==> src/include/exec_config.svh <==
`ifndef EXEC_CONFIG_SVH
`define EXEC_CONFIG_SVH

// ALU operation codes as carried in the decoded instruction.
`define ALU_OPC_ADD     5'h00
`define ALU_OPC_ADDC    5'h01
`define ALU_OPC_SUB     5'h02
`define ALU_OPC_SUBC    5'h03
`define ALU_OPC_LSL     5'h04
`define ALU_OPC_LSR     5'h05
`define ALU_OPC_AND     5'h06
`define ALU_OPC_XOR     5'h07
`define ALU_OPC_BIC     5'h08
`define ALU_OPC_BST     5'h09
`define ALU_OPC_OR      5'h0a
`define ALU_OPC_COPYB   5'h0b
`define ALU_OPC_CMP     5'h0c
`define ALU_OPC_MOVHI   5'h0d
`define ALU_OPC_ASR     5'h0e
`define ALU_OPC_COPYA   5'h0f
`define ALU_OPC_GCR     5'h10
`define ALU_OPC_SWI     5'h11
`define ALU_OPC_RFE     5'h12

// Instruction classes.
`define CLASS_ARITH     2'b00
`define CLASS_BRANCH    2'b01
`define CLASS_LDR_STR   2'b10
`define CLASS_MISC      2'b11

// Branch conditions. Code zero is never taken.
`define BR_NEVER        3'b000
`define BR_NE           3'b001
`define BR_EQ           3'b010
`define BR_NC           3'b011
`define BR_C            3'b100
`define BR_GT           3'b101
`define BR_LT           3'b110
`define BR_ALWAYS       3'b111

// Control register indices.
`define CR_VECTOR       3'h0
`define CR_PSR          3'h1
`define CR_SAVED_PSR    3'h2
`define CR_FAULT        3'h3
`define CR_DATA_FAULT   3'h4

`endif

==> src/rtl/exec_pkg.sv <==
package exec_pkg;

	// Processor status word.
	// Software sees the whole word through GCR and control register
	// writes, while the flag logic works on the named bits.
	typedef union packed {
		logic [31:0] word;
		struct packed {
			logic [27:0] reserved;
			logic        n;
			logic        o;
			logic        c;
			logic        z;
		} flags;
	} psr_word_u;

endpackage

==> src/rtl/exec_alu.sv <==
`timescale 1ns/1ps
`include "exec_config.svh"

module exec_alu
	import exec_pkg::*;
(
	input  logic [31:0] i_ra,
	input  logic [31:0] i_rb,
	input  logic [31:0] i_imm32,
	input  logic [31:0] i_pc_plus_4,
	input  logic [4:0]  i_alu_opc,
	input  logic        i_alu_op1_ra,
	input  logic        i_alu_op1_rb,
	input  logic        i_alu_op2_rb,
	input  logic        i_c_flag,
	input  logic [2:0]  i_cr_sel,
	input  logic [25:0] i_vector_base,
	input  psr_word_u   i_psr,
	input  psr_word_u   i_saved_psr,
	input  logic [31:0] i_fault_address,
	input  logic [31:0] i_data_fault_address,
	output logic [31:0] o_result,
	output logic [31:0] o_op2,
	output logic        o_carry,
	output logic        o_overflow,
	output logic        o_negative,
	output logic        o_zero
);

	logic [31:0] op1;
	logic [31:0] op2;
	logic [32:0] wide;
	logic [31:0] cr_value;

	assign op1 = i_alu_op1_ra ? i_ra : i_alu_op1_rb ? i_rb : i_pc_plus_4;
	assign op2 = i_alu_op2_rb ? i_rb : i_imm32;

	assign o_op2 = op2;
	assign o_zero = (op1 ^ op2) == 32'b0;

	// Control register read path for GCR.
	always_comb begin
		case (i_cr_sel)
		`CR_VECTOR:     cr_value = {i_vector_base, 6'b0};
		`CR_PSR:        cr_value = i_psr.word;
		`CR_SAVED_PSR:  cr_value = i_saved_psr.word;
		`CR_FAULT:      cr_value = i_fault_address;
		`CR_DATA_FAULT: cr_value = i_data_fault_address;
		default:        cr_value = 32'b0;
		endcase
	end

	always_comb begin
		wide = 33'b0;
		o_overflow = 1'b0;
		o_negative = 1'b0;

		case (i_alu_opc)
		`ALU_OPC_ADD:   wide = {1'b0, op1} + {1'b0, op2};
		`ALU_OPC_ADDC:  wide = {1'b0, op1} + {1'b0, op2} + {32'b0, i_c_flag};
		`ALU_OPC_SUB:   wide = {1'b0, op1} - {1'b0, op2};
		`ALU_OPC_SUBC:  wide = {1'b0, op1} - {1'b0, op2} - {32'b0, i_c_flag};
		`ALU_OPC_LSL:   wide = {1'b0, op1} << op2[4:0];
		`ALU_OPC_LSR:   wide = {1'b0, op1 >> op2[4:0]};
		`ALU_OPC_AND:   wide = {1'b0, op1 & op2};
		`ALU_OPC_XOR:   wide = {1'b0, op1 ^ op2};
		`ALU_OPC_BIC:   wide = {1'b0, op1 & ~(32'd1 << op2[4:0])};
		`ALU_OPC_BST:   wide = {1'b0, op1 | (32'd1 << op2[4:0])};
		`ALU_OPC_OR:    wide = {1'b0, op1 | op2};
		`ALU_OPC_COPYB: wide = {1'b0, op2};
		`ALU_OPC_CMP: begin
			wide = {1'b0, op1} - {1'b0, op2};
			// Signed overflow when the operand signs differ and the
			// result sign matches the subtrahend.
			o_overflow = (op1[31] ^ op2[31]) && (wide[31] == op2[31]);
			o_negative = wide[31];
		end
		`ALU_OPC_MOVHI: wide = {1'b0, op1 | {16'b0, op2[15:0]}};
		`ALU_OPC_ASR:   wide = {1'b0, $signed(op1) >>> op2[4:0]};
		`ALU_OPC_COPYA: wide = {1'b0, op1};
		`ALU_OPC_GCR:   wide = {1'b0, cr_value};
		`ALU_OPC_SWI:   wide = {1'b0, i_vector_base, 6'h8};
		`ALU_OPC_RFE:   wide = {1'b0, i_fault_address};
		default:        wide = 33'b0;
		endcase
	end

	assign o_result = wide[31:0];

	// Bit 32 only carries meaning for add, subtract and left shift.
	always_comb begin
		case (i_alu_opc)
		`ALU_OPC_ADD, `ALU_OPC_ADDC, `ALU_OPC_SUB, `ALU_OPC_SUBC,
		`ALU_OPC_LSL, `ALU_OPC_CMP:
			o_carry = wide[32];
		default:
			o_carry = 1'b0;
		endcase
	end

	// Decode must never select ra and rb for operand one at once.
	op1_select_onehot: assert final (!(i_alu_op1_ra && i_alu_op1_rb))
		else $error("exec_alu: both operand one selects high");

endmodule

==> src/rtl/exec_ctrl_regs.sv <==
`timescale 1ns/1ps
`include "exec_config.svh"

module exec_ctrl_regs
	import exec_pkg::*;
(
	input  logic        clk,
	input  logic        rst,
	input  logic [31:0] i_ra,
	input  logic [31:0] i_pc_plus_4,
	input  logic [31:0] i_mar,
	input  logic [2:0]  i_cr_sel,
	input  logic        i_write_cr,
	input  logic        i_update_flags,
	input  logic        i_update_carry,
	input  logic        i_alu_carry,
	input  logic        i_alu_overflow,
	input  logic        i_alu_negative,
	input  logic        i_alu_zero,
	input  logic        i_is_swi,
	input  logic        i_is_rfe,
	input  logic        i_data_abort,
	input  logic        i_exception_start,
	input  logic [2:0]  i_branch_condition,
	output logic        o_c_flag,
	output psr_word_u   o_psr,
	output psr_word_u   o_saved_psr,
	output logic [25:0] o_vector_base,
	output logic [31:0] o_fault_address,
	output logic [31:0] o_data_fault_address,
	output logic        o_condition_met
);

	logic        n_flag;
	logic        o_flag;
	logic        c_flag;
	logic        z_flag;
	logic [3:0]  saved_flags;
	logic [25:0] vector_addr;
	logic [31:0] fault_address;
	logic [31:0] data_fault_address;
	psr_word_u   ra_psr;

	// The written word is viewed as a status word for CR1 writes.
	assign ra_psr = i_ra;

	always_ff @(posedge clk) begin
		if (rst) begin
			n_flag <= 1'b0;
			o_flag <= 1'b0;
			c_flag <= 1'b0;
			z_flag <= 1'b0;
		end else if (i_write_cr && i_cr_sel == `CR_PSR) begin
			n_flag <= ra_psr.flags.n;
			o_flag <= ra_psr.flags.o;
			c_flag <= ra_psr.flags.c;
			z_flag <= ra_psr.flags.z;
		end else if (i_is_rfe) begin
			{n_flag, o_flag, c_flag, z_flag} <= saved_flags;
		end else begin
			if (i_update_flags) begin
				z_flag <= i_alu_zero;
				n_flag <= i_alu_negative;
				o_flag <= i_alu_overflow;
			end
			if (i_update_carry)
				c_flag <= i_alu_carry;
		end
	end

	// CR0 holds the exception vector base.
	always_ff @(posedge clk) begin
		if (rst)
			vector_addr <= 26'b0;
		else if (i_write_cr && i_cr_sel == `CR_VECTOR)
			vector_addr <= i_ra[31:6];
	end

	// CR2 holds the flags from before the last exception.
	always_ff @(posedge clk) begin
		if (rst)
			saved_flags <= 4'b0;
		else if (i_is_swi || i_exception_start)
			saved_flags <= {n_flag, o_flag, c_flag, z_flag};
		else if (i_write_cr && i_cr_sel == `CR_SAVED_PSR)
			saved_flags <= i_ra[3:0];
	end

	// CR3 records the return address.
	always_ff @(posedge clk) begin
		if (rst)
			fault_address <= 32'b0;
		else if (i_is_swi || i_data_abort)
			fault_address <= i_pc_plus_4;
		else if (i_write_cr && i_cr_sel == `CR_FAULT)
			fault_address <= i_ra;
	end

	// CR4 takes the address of the access that faulted.
	always_ff @(posedge clk) begin
		if (rst)
			data_fault_address <= 32'b0;
		else if (i_data_abort)
			data_fault_address <= i_mar;
		else if (i_write_cr && i_cr_sel == `CR_DATA_FAULT)
			data_fault_address <= i_ra;
	end

	always_comb begin
		o_psr.word = 32'b0;
		o_psr.flags.n = n_flag;
		o_psr.flags.o = o_flag;
		o_psr.flags.c = c_flag;
		o_psr.flags.z = z_flag;
	end

	assign o_saved_psr.word = {28'b0, saved_flags};
	assign o_c_flag = c_flag;
	assign o_vector_base = vector_addr;
	assign o_fault_address = fault_address;
	assign o_data_fault_address = data_fault_address;

	always_comb begin
		case (i_branch_condition)
		`BR_ALWAYS: o_condition_met = 1'b1;
		`BR_NE:     o_condition_met = !z_flag;
		`BR_EQ:     o_condition_met = z_flag;
		`BR_NC:     o_condition_met = !c_flag;
		`BR_C:      o_condition_met = c_flag;
		`BR_GT:     o_condition_met = !z_flag && (n_flag == o_flag);
		`BR_LT:     o_condition_met = n_flag != o_flag;
		default:    o_condition_met = 1'b0;
		endcase
	end

	// A return from exception restores CR1, so it cannot share a cycle
	// with a control register write.
	no_write_during_rfe: assert property (@(posedge clk) disable iff (rst)
		!(i_write_cr && i_is_rfe))
		else $error("exec_ctrl_regs: control register write during RFE");

endmodule

==> src/rtl/exec_result_regs.sv <==
`timescale 1ns/1ps
`include "exec_config.svh"

module exec_result_regs (
	input  logic        clk,
	input  logic        rst,
	input  logic [31:0] i_alu_result,
	input  logic [31:0] i_op2,
	input  logic [31:0] i_rb,
	input  logic [31:0] i_pc_plus_4,
	input  logic [3:0]  i_rd_sel,
	input  logic        i_update_rd,
	input  logic        i_is_call,
	input  logic        i_mem_load,
	input  logic        i_mem_store,
	input  logic [1:0]  i_mem_width,
	input  logic [1:0]  i_instr_class,
	input  logic        i_condition_met,
	input  logic        i_is_swi,
	input  logic        i_is_rfe,
	output logic [31:0] o_alu_out,
	output logic [31:0] o_wr_val,
	output logic [31:0] o_mar,
	output logic [31:0] o_mdr,
	output logic [31:0] o_pc_plus_4_out,
	output logic [3:0]  o_rd_sel_out,
	output logic        o_wr_result,
	output logic        o_mem_load_out,
	output logic        o_mem_store_out,
	output logic        o_mem_wr_en,
	output logic [1:0]  o_mem_width_out,
	output logic        o_branch_taken,
	output logic        o_stall_clear
);

	logic is_branch;

	assign is_branch = i_instr_class == `CLASS_BRANCH;

	always_ff @(posedge clk) begin
		o_alu_out <= i_alu_result;
		o_rd_sel_out <= i_rd_sel;
		o_pc_plus_4_out <= i_pc_plus_4;
		o_wr_val <= i_is_call ? i_pc_plus_4 : i_mem_store ? i_op2 : i_alu_result;

		// Memory payload holds its value between accesses.
		if (i_mem_load || i_mem_store) begin
			o_mar <= i_alu_result;
			o_mem_width_out <= i_mem_width;
			if (i_mem_store)
				o_mdr <= i_rb;
		end
	end

	always_ff @(posedge clk) begin
		if (rst) begin
			o_wr_result <= 1'b0;
			o_mem_load_out <= 1'b0;
			o_mem_store_out <= 1'b0;
			o_mem_wr_en <= 1'b0;
			o_branch_taken <= 1'b0;
			o_stall_clear <= 1'b0;
		end else begin
			o_wr_result <= i_update_rd;
			o_mem_load_out <= i_mem_load;
			o_mem_store_out <= i_mem_store;
			o_mem_wr_en <= i_mem_store;
			o_branch_taken <= (is_branch && i_condition_met) || i_is_swi || i_is_rfe;
			o_stall_clear <= is_branch;
		end
	end

	load_store_exclusive: assert property (@(posedge clk) disable iff (rst)
		!(i_mem_load && i_mem_store))
		else $error("exec_result_regs: load and store in the same cycle");

endmodule

==> src/rtl/exec_stage.sv <==
`timescale 1ns/1ps

module exec_stage
	import exec_pkg::*;
(
	input  logic        clk,
	input  logic        rst,
	input  logic [31:0] i_ra,
	input  logic [31:0] i_rb,
	input  logic [31:0] i_imm32,
	input  logic [31:0] i_pc_plus_4,
	input  logic [3:0]  i_rd_sel,
	input  logic        i_update_rd,
	input  logic [4:0]  i_alu_opc,
	input  logic        i_alu_op1_ra,
	input  logic        i_alu_op1_rb,
	input  logic        i_alu_op2_rb,
	input  logic        i_mem_load,
	input  logic        i_mem_store,
	input  logic [1:0]  i_mem_width,
	input  logic [2:0]  i_branch_condition,
	input  logic [1:0]  i_instr_class,
	input  logic        i_is_call,
	input  logic        i_update_carry,
	input  logic        i_update_flags,
	input  logic [2:0]  i_cr_sel,
	input  logic        i_write_cr,
	input  logic        i_is_swi,
	input  logic        i_is_rfe,
	input  logic        i_data_abort,
	input  logic        i_exception_start,
	output logic [31:0] o_alu_out,
	output logic [31:0] o_wr_val,
	output logic [31:0] o_mar,
	output logic [31:0] o_mdr,
	output logic [31:0] o_pc_plus_4_out,
	output logic [3:0]  o_rd_sel_out,
	output logic        o_wr_result,
	output logic        o_mem_load_out,
	output logic        o_mem_store_out,
	output logic        o_mem_wr_en,
	output logic [1:0]  o_mem_width_out,
	output logic        o_branch_taken,
	output logic        o_stall_clear,
	output logic [25:0] o_vector_base
);

	logic [31:0] alu_result;
	logic [31:0] alu_op2;
	logic        alu_carry;
	logic        alu_overflow;
	logic        alu_negative;
	logic        alu_zero;
	logic        c_flag;
	psr_word_u   psr;
	psr_word_u   saved_psr;
	logic [31:0] fault_address;
	logic [31:0] data_fault_address;
	logic        condition_met;

	exec_alu i_exec_alu (
		.i_ra                 (i_ra),
		.i_rb                 (i_rb),
		.i_imm32              (i_imm32),
		.i_pc_plus_4          (i_pc_plus_4),
		.i_alu_opc            (i_alu_opc),
		.i_alu_op1_ra         (i_alu_op1_ra),
		.i_alu_op1_rb         (i_alu_op1_rb),
		.i_alu_op2_rb         (i_alu_op2_rb),
		.i_c_flag             (c_flag),
		.i_cr_sel             (i_cr_sel),
		.i_vector_base        (o_vector_base),
		.i_psr                (psr),
		.i_saved_psr          (saved_psr),
		.i_fault_address      (fault_address),
		.i_data_fault_address (data_fault_address),
		.o_result             (alu_result),
		.o_op2                (alu_op2),
		.o_carry              (alu_carry),
		.o_overflow           (alu_overflow),
		.o_negative           (alu_negative),
		.o_zero               (alu_zero)
	);

	// The registered o_mar feeds back so that a data abort captures the
	// address of the access in flight.
	exec_ctrl_regs i_exec_ctrl_regs (
		.clk                  (clk),
		.rst                  (rst),
		.i_ra                 (i_ra),
		.i_pc_plus_4          (i_pc_plus_4),
		.i_mar                (o_mar),
		.i_cr_sel             (i_cr_sel),
		.i_write_cr           (i_write_cr),
		.i_update_flags       (i_update_flags),
		.i_update_carry       (i_update_carry),
		.i_alu_carry          (alu_carry),
		.i_alu_overflow       (alu_overflow),
		.i_alu_negative       (alu_negative),
		.i_alu_zero           (alu_zero),
		.i_is_swi             (i_is_swi),
		.i_is_rfe             (i_is_rfe),
		.i_data_abort         (i_data_abort),
		.i_exception_start    (i_exception_start),
		.i_branch_condition   (i_branch_condition),
		.o_c_flag             (c_flag),
		.o_psr                (psr),
		.o_saved_psr          (saved_psr),
		.o_vector_base        (o_vector_base),
		.o_fault_address      (fault_address),
		.o_data_fault_address (data_fault_address),
		.o_condition_met      (condition_met)
	);

	exec_result_regs i_exec_result_regs (
		.clk             (clk),
		.rst             (rst),
		.i_alu_result    (alu_result),
		.i_op2           (alu_op2),
		.i_rb            (i_rb),
		.i_pc_plus_4     (i_pc_plus_4),
		.i_rd_sel        (i_rd_sel),
		.i_update_rd     (i_update_rd),
		.i_is_call       (i_is_call),
		.i_mem_load      (i_mem_load),
		.i_mem_store     (i_mem_store),
		.i_mem_width     (i_mem_width),
		.i_instr_class   (i_instr_class),
		.i_condition_met (condition_met),
		.i_is_swi        (i_is_swi),
		.i_is_rfe        (i_is_rfe),
		.o_alu_out       (o_alu_out),
		.o_wr_val        (o_wr_val),
		.o_mar           (o_mar),
		.o_mdr           (o_mdr),
		.o_pc_plus_4_out (o_pc_plus_4_out),
		.o_rd_sel_out    (o_rd_sel_out),
		.o_wr_result     (o_wr_result),
		.o_mem_load_out  (o_mem_load_out),
		.o_mem_store_out (o_mem_store_out),
		.o_mem_wr_en     (o_mem_wr_en),
		.o_mem_width_out (o_mem_width_out),
		.o_branch_taken  (o_branch_taken),
		.o_stall_clear   (o_stall_clear)
	);

endmodule

==> config.mk <==
export PLATFORM = sky130hd
export DESIGN_NAME = exec_stage
export DESIGN_NICKNAME = d
export VERILOG_FILES = /design/src/rtl/exec_pkg.sv /design/src/rtl/exec_alu.sv /design/src/rtl/exec_ctrl_regs.sv /design/src/rtl/exec_result_regs.sv /design/src/rtl/exec_stage.sv
export VERILOG_INCLUDE_DIRS = /design/src /design/src/include
export SDC_FILE = /design/constraint.sdc
export NUM_CORES = 1
export LEC_CHECK = 0
export ABC_AREA = 1
export BUFFER_PORTS_ARGS = -buffer_cell sky130_fd_sc_hd__buf_2
export CORE_ASPECT_RATIO = 0.7
export CORE_UTILIZATION = 30
export DETAILED_ROUTE_END_ITERATION = 12
export SYNTH_ARGS = -nofsm -noshare
export SYNTH_HDL_FRONTEND = slang
export SYNTH_SLANG_ARGS = --single-unit
==> constraint.sdc <==
create_clock -name clk -period 4 [get_ports clk]
set_input_delay 0.4 -clock clk [delete_from_list [all_inputs] [get_ports clk]]
set_output_delay 0.4 -clock clk [all_outputs]
set_load 0.005 [all_outputs]
==> flow_summary.toml <==
[placement]
dp_hpwl_um = 167000
gp_congestion = 1.10
numPortBuffers = 360

[die]
initial_core_util = 0.303
die_x_um = 347
num_rows = 88
die_y_um = 243
dieArea_um2 = 84400
io-pin-count = 361
coreArea_um2 = 82400

[worst_setup_path]
start_kind = "primary input"
worstSetupPathType = "in2reg"
worstPathMaxFanout = 17
critPathArrivalTime_ns = 4.47
end_kind = "register"
required_ns = 4.47

[clocking]
insertion_delay_ns = 0.60
cts_buffer_depth = 3
clkTransAtPathRegs_ns = 0.07
cts_made_buffers = 26
root_buffer = "clkbuf_16"
cts_tree = "built"
htreeDepth = 1
clock_sinks = 269

[power]
p_per_area_nw_per_um2 = 354
vdd_drop_max_v = 0.000266
static-leakage-power_nw = 18.8
power_mw = 13.4

[route]
drt_wl_total_um = 200000
postRouteAntennaNets = 0
num_vias = 36600
drt_iter0_markers = 5691
wire_per_inst_um = 30.7
vias_per_cell = 5.63
post-route-drc-count = 0
first_pass_iters = 8

[cells_and_area]
final_nets = 5646
fillers = 8867
drive_above_1_share = 0.328
area_growth_pct = 51.0
fin_util = 0.458
layout_commonest_cell = "nand2_1"
mostFrequentLayoutCells = "1234 x nand2_1, 981 x buf_4, 487 x inv_1"

[logic_synthesis]
syn-num-nets = 4411
avgSynthCellArea_um2 = 6.00
synth_top_area_cell = "nand2_1"
synth.distinct_cells = 71
synth_area_leaders = "nand2_1 19%, dfxtp_1 16%, edfxtp_1 7.9%"
synth_area_um2 = 25000
yosysTopAreaCellShare = 0.191
async_reset_ff_frac = 0
syn_inst = 4161
synth_edf_count = 66
ys_seq_area_frac = 0.242
synth_seq_cells = 269
ys_warn_count = 0
synth_ff_type = "dfxtp_1"

[global_routing]
grt_pass1_wl_um = 266000
gr-total-overflow = 0
antenna_found_initial = 18
track_usage = 0.451
grt_max_degree = 81
grt_pass1_vias = 32400

[sta]
worst_slew_pin_slew_ns = 0.993
finalCriticalPeriod_ns = 3.99
final_hold_viol_count = 0
rsz0062_at_grt = "true"
finalCritPeriodShare = 0.998
timing.fmax_mhz = 251
holdWs_ns = 0.00524
slew_viol_final = 0
skew_ns = 0.0289
finalSetupViolCount = 0
slew_headroom = 0.338

[flow_run]
cap_violations = 0

[status]
status = "complete, no violations"

[hold_path]
hold_path_class = "in2reg"
-- logic make-up (layout without fill, tap and decap cells) --
kind of cell | Yosys count | in the layout | synth area share
AOI/OAI and AO/OA | 930 | 930 | 0.219
buffers and inverters | 738 | 1993 | 0.116
muxes | 33 | 33 | 0.0132
xor gates and xnor gates | 24 | 24 | 0.0117
adders and majority gates | 87 | 87 | 0.0442
and+or+nand+nor | 2080 | 2080 | 0.354
DFF | 269 | 269 | 0.242
other | 0 | 6 | 0
-- state kept, by name, indices dropped and copies added (netlist names), 2 cells and up --
signal,cells
i_exec_ctrl_regs.o_data_fault_address,32
i_exec_ctrl_regs.o_fault_address,32
i_exec_result_regs.o_alu_out,32
i_exec_result_regs.o_mar,32
i_exec_result_regs.o_mdr,32
i_exec_result_regs.o_pc_plus_4_out,32
i_exec_result_regs.o_wr_val,32
i_exec_ctrl_regs.o_vector_base,26
i_exec_ctrl_regs.saved_flags,4
i_exec_result_regs.o_rd_sel_out,4
i_exec_result_regs.o_mem_width_out,2
-- through the flow --
stage / cell area (um^2) / worst slack [ns] / std cells / setup TNS, ns
finish: 37700 / 0.00832 / 6502 / 0
global route: 37700 / -0.0448 / 6497 / -0.125
CTS: 36600 / -0.0116 / 6473 / -0.0279
detailed placement: 35400 / -1.62 / 6417 / -69.56
global placement: 35400 / -1.63 / 6417 / -71.75
floorplan: 25000 / 0.182 / 4161 / 0
-- where the power goes --
| group | internal (mW) | switching, mW | leakage, nW | total (mW) |
|---|---|---|---|---|
| sequential | 3.08 | 0.153 | 2.37 | 3.23 |
| combinational | 2.88 | 4.69 | 16.0 | 7.58 |
| clock | 1.34 | 1.22 | 0.421 | 2.56 |
| total | 7.30 | 6.07 | 18.8 | 13.4 |
-- worst paths after layout --
check / end / slack (ns) / depth (start not counted) / from
worst min register to register: i_exec_ctrl_regs.o_vector_base[17] / 0.52 / 2 / i_exec_ctrl_regs.o_vector_base[17]
worst max register to register: i_exec_result_regs.o_wr_val[25] / 0.62 / 16 / i_exec_ctrl_regs.o_c_flag
worst max-delay path: i_exec_result_regs.o_wr_val[25] / 0.008 / 24 / i_alu_op1_rb
worst min-delay path: i_exec_result_regs.o_mem_width_out[0] / 0.005 / 1 / i_mem_width[0]
-- cell type report --
class                   count  area [um^2]  area share
well taps                1080         1350      0.0358
diodes                      6         15.0    0.000398
flip-flops and latches    269         6050       0.160
clock inverters            15          136     0.00362
multi-input cells        3154        17100       0.453
inverters                 540         2050      0.0544
repair buffers           1405        10300       0.274
clock buffers              33          707      0.0187
-- layer usage --
layer  track usage  share of wire  vias up
li1              -              -    16300
met1         0.653           0.44    17400
met2         0.640           0.40     2537
met3        0.0977           0.12      411
met4         0.182          0.049       12
met5             0        0.00040        -
-- critical path, stage by stage --
cell and delay, ns:
clkbuf_4 0.17, buf_6 0.16, buf_8 0.16, a21oi_1 0.20
a22oi_2 0.10, ha_2 0.42, inv_2 0.08, nor2_2 0.24
buf_4 0.18, nand2_1 0.12, nor2_2 0.25, nand3_1 0.22
nand2_1 0.13, nand2_1 0.05, nand2_1 0.20, inv_1 0.14
a21oi_2 0.22, buf_4 0.15, nand4_1 0.06, nor2_1 0.15
buf_4 0.17, nand4_1 0.25, nand2_1 0.16, nand2_1 0.06
-- Yosys cell counts (4+ instances only) --
master	n
nand2_1	1273
inv_1	497
o21ai_0	360
nor2_1	314
nand3_1	267
a21oi_1	217
dfxtp_1	203
clkbuf_1	105
ha_1	85
buf_2	66
edfxtp_1	66
nand4_1	57
o22ai_1	56
o211ai_1	51
nor3_1	48
a31oi_1	42
o21ai_1	39
inv_2	34
o221ai_1	34
mux2i_1	33
nand2_2	31
o2111ai_1	28
o21a_1	26
nor2_2	24
buf_1	16
o21bai_1	16
xor2_1	15
nor2_4	12
a211oi_1	11
nor4_1	11
buf_4	10
a221oi_1	9
clkinv_1	8
nand3_2	7
o21ai_2	7
a22oi_1	6
nand3b_1	6
nor3_2	5
xor2_2	5
a21oi_2	4
a32o_1	4
nand3_4	4
or2_2	4
-- what timing repair did --
action,4_1_cts,5_1_grt
resized for setup,58,221
buffers inserted,1,20
hold buffers,7,0
gates cloned,0,3
setup endpoints to repair,68,71
pin swaps,6,43
hold endpoints to repair,7,0
Note: power is estimated with default switching activity, not from simulation.
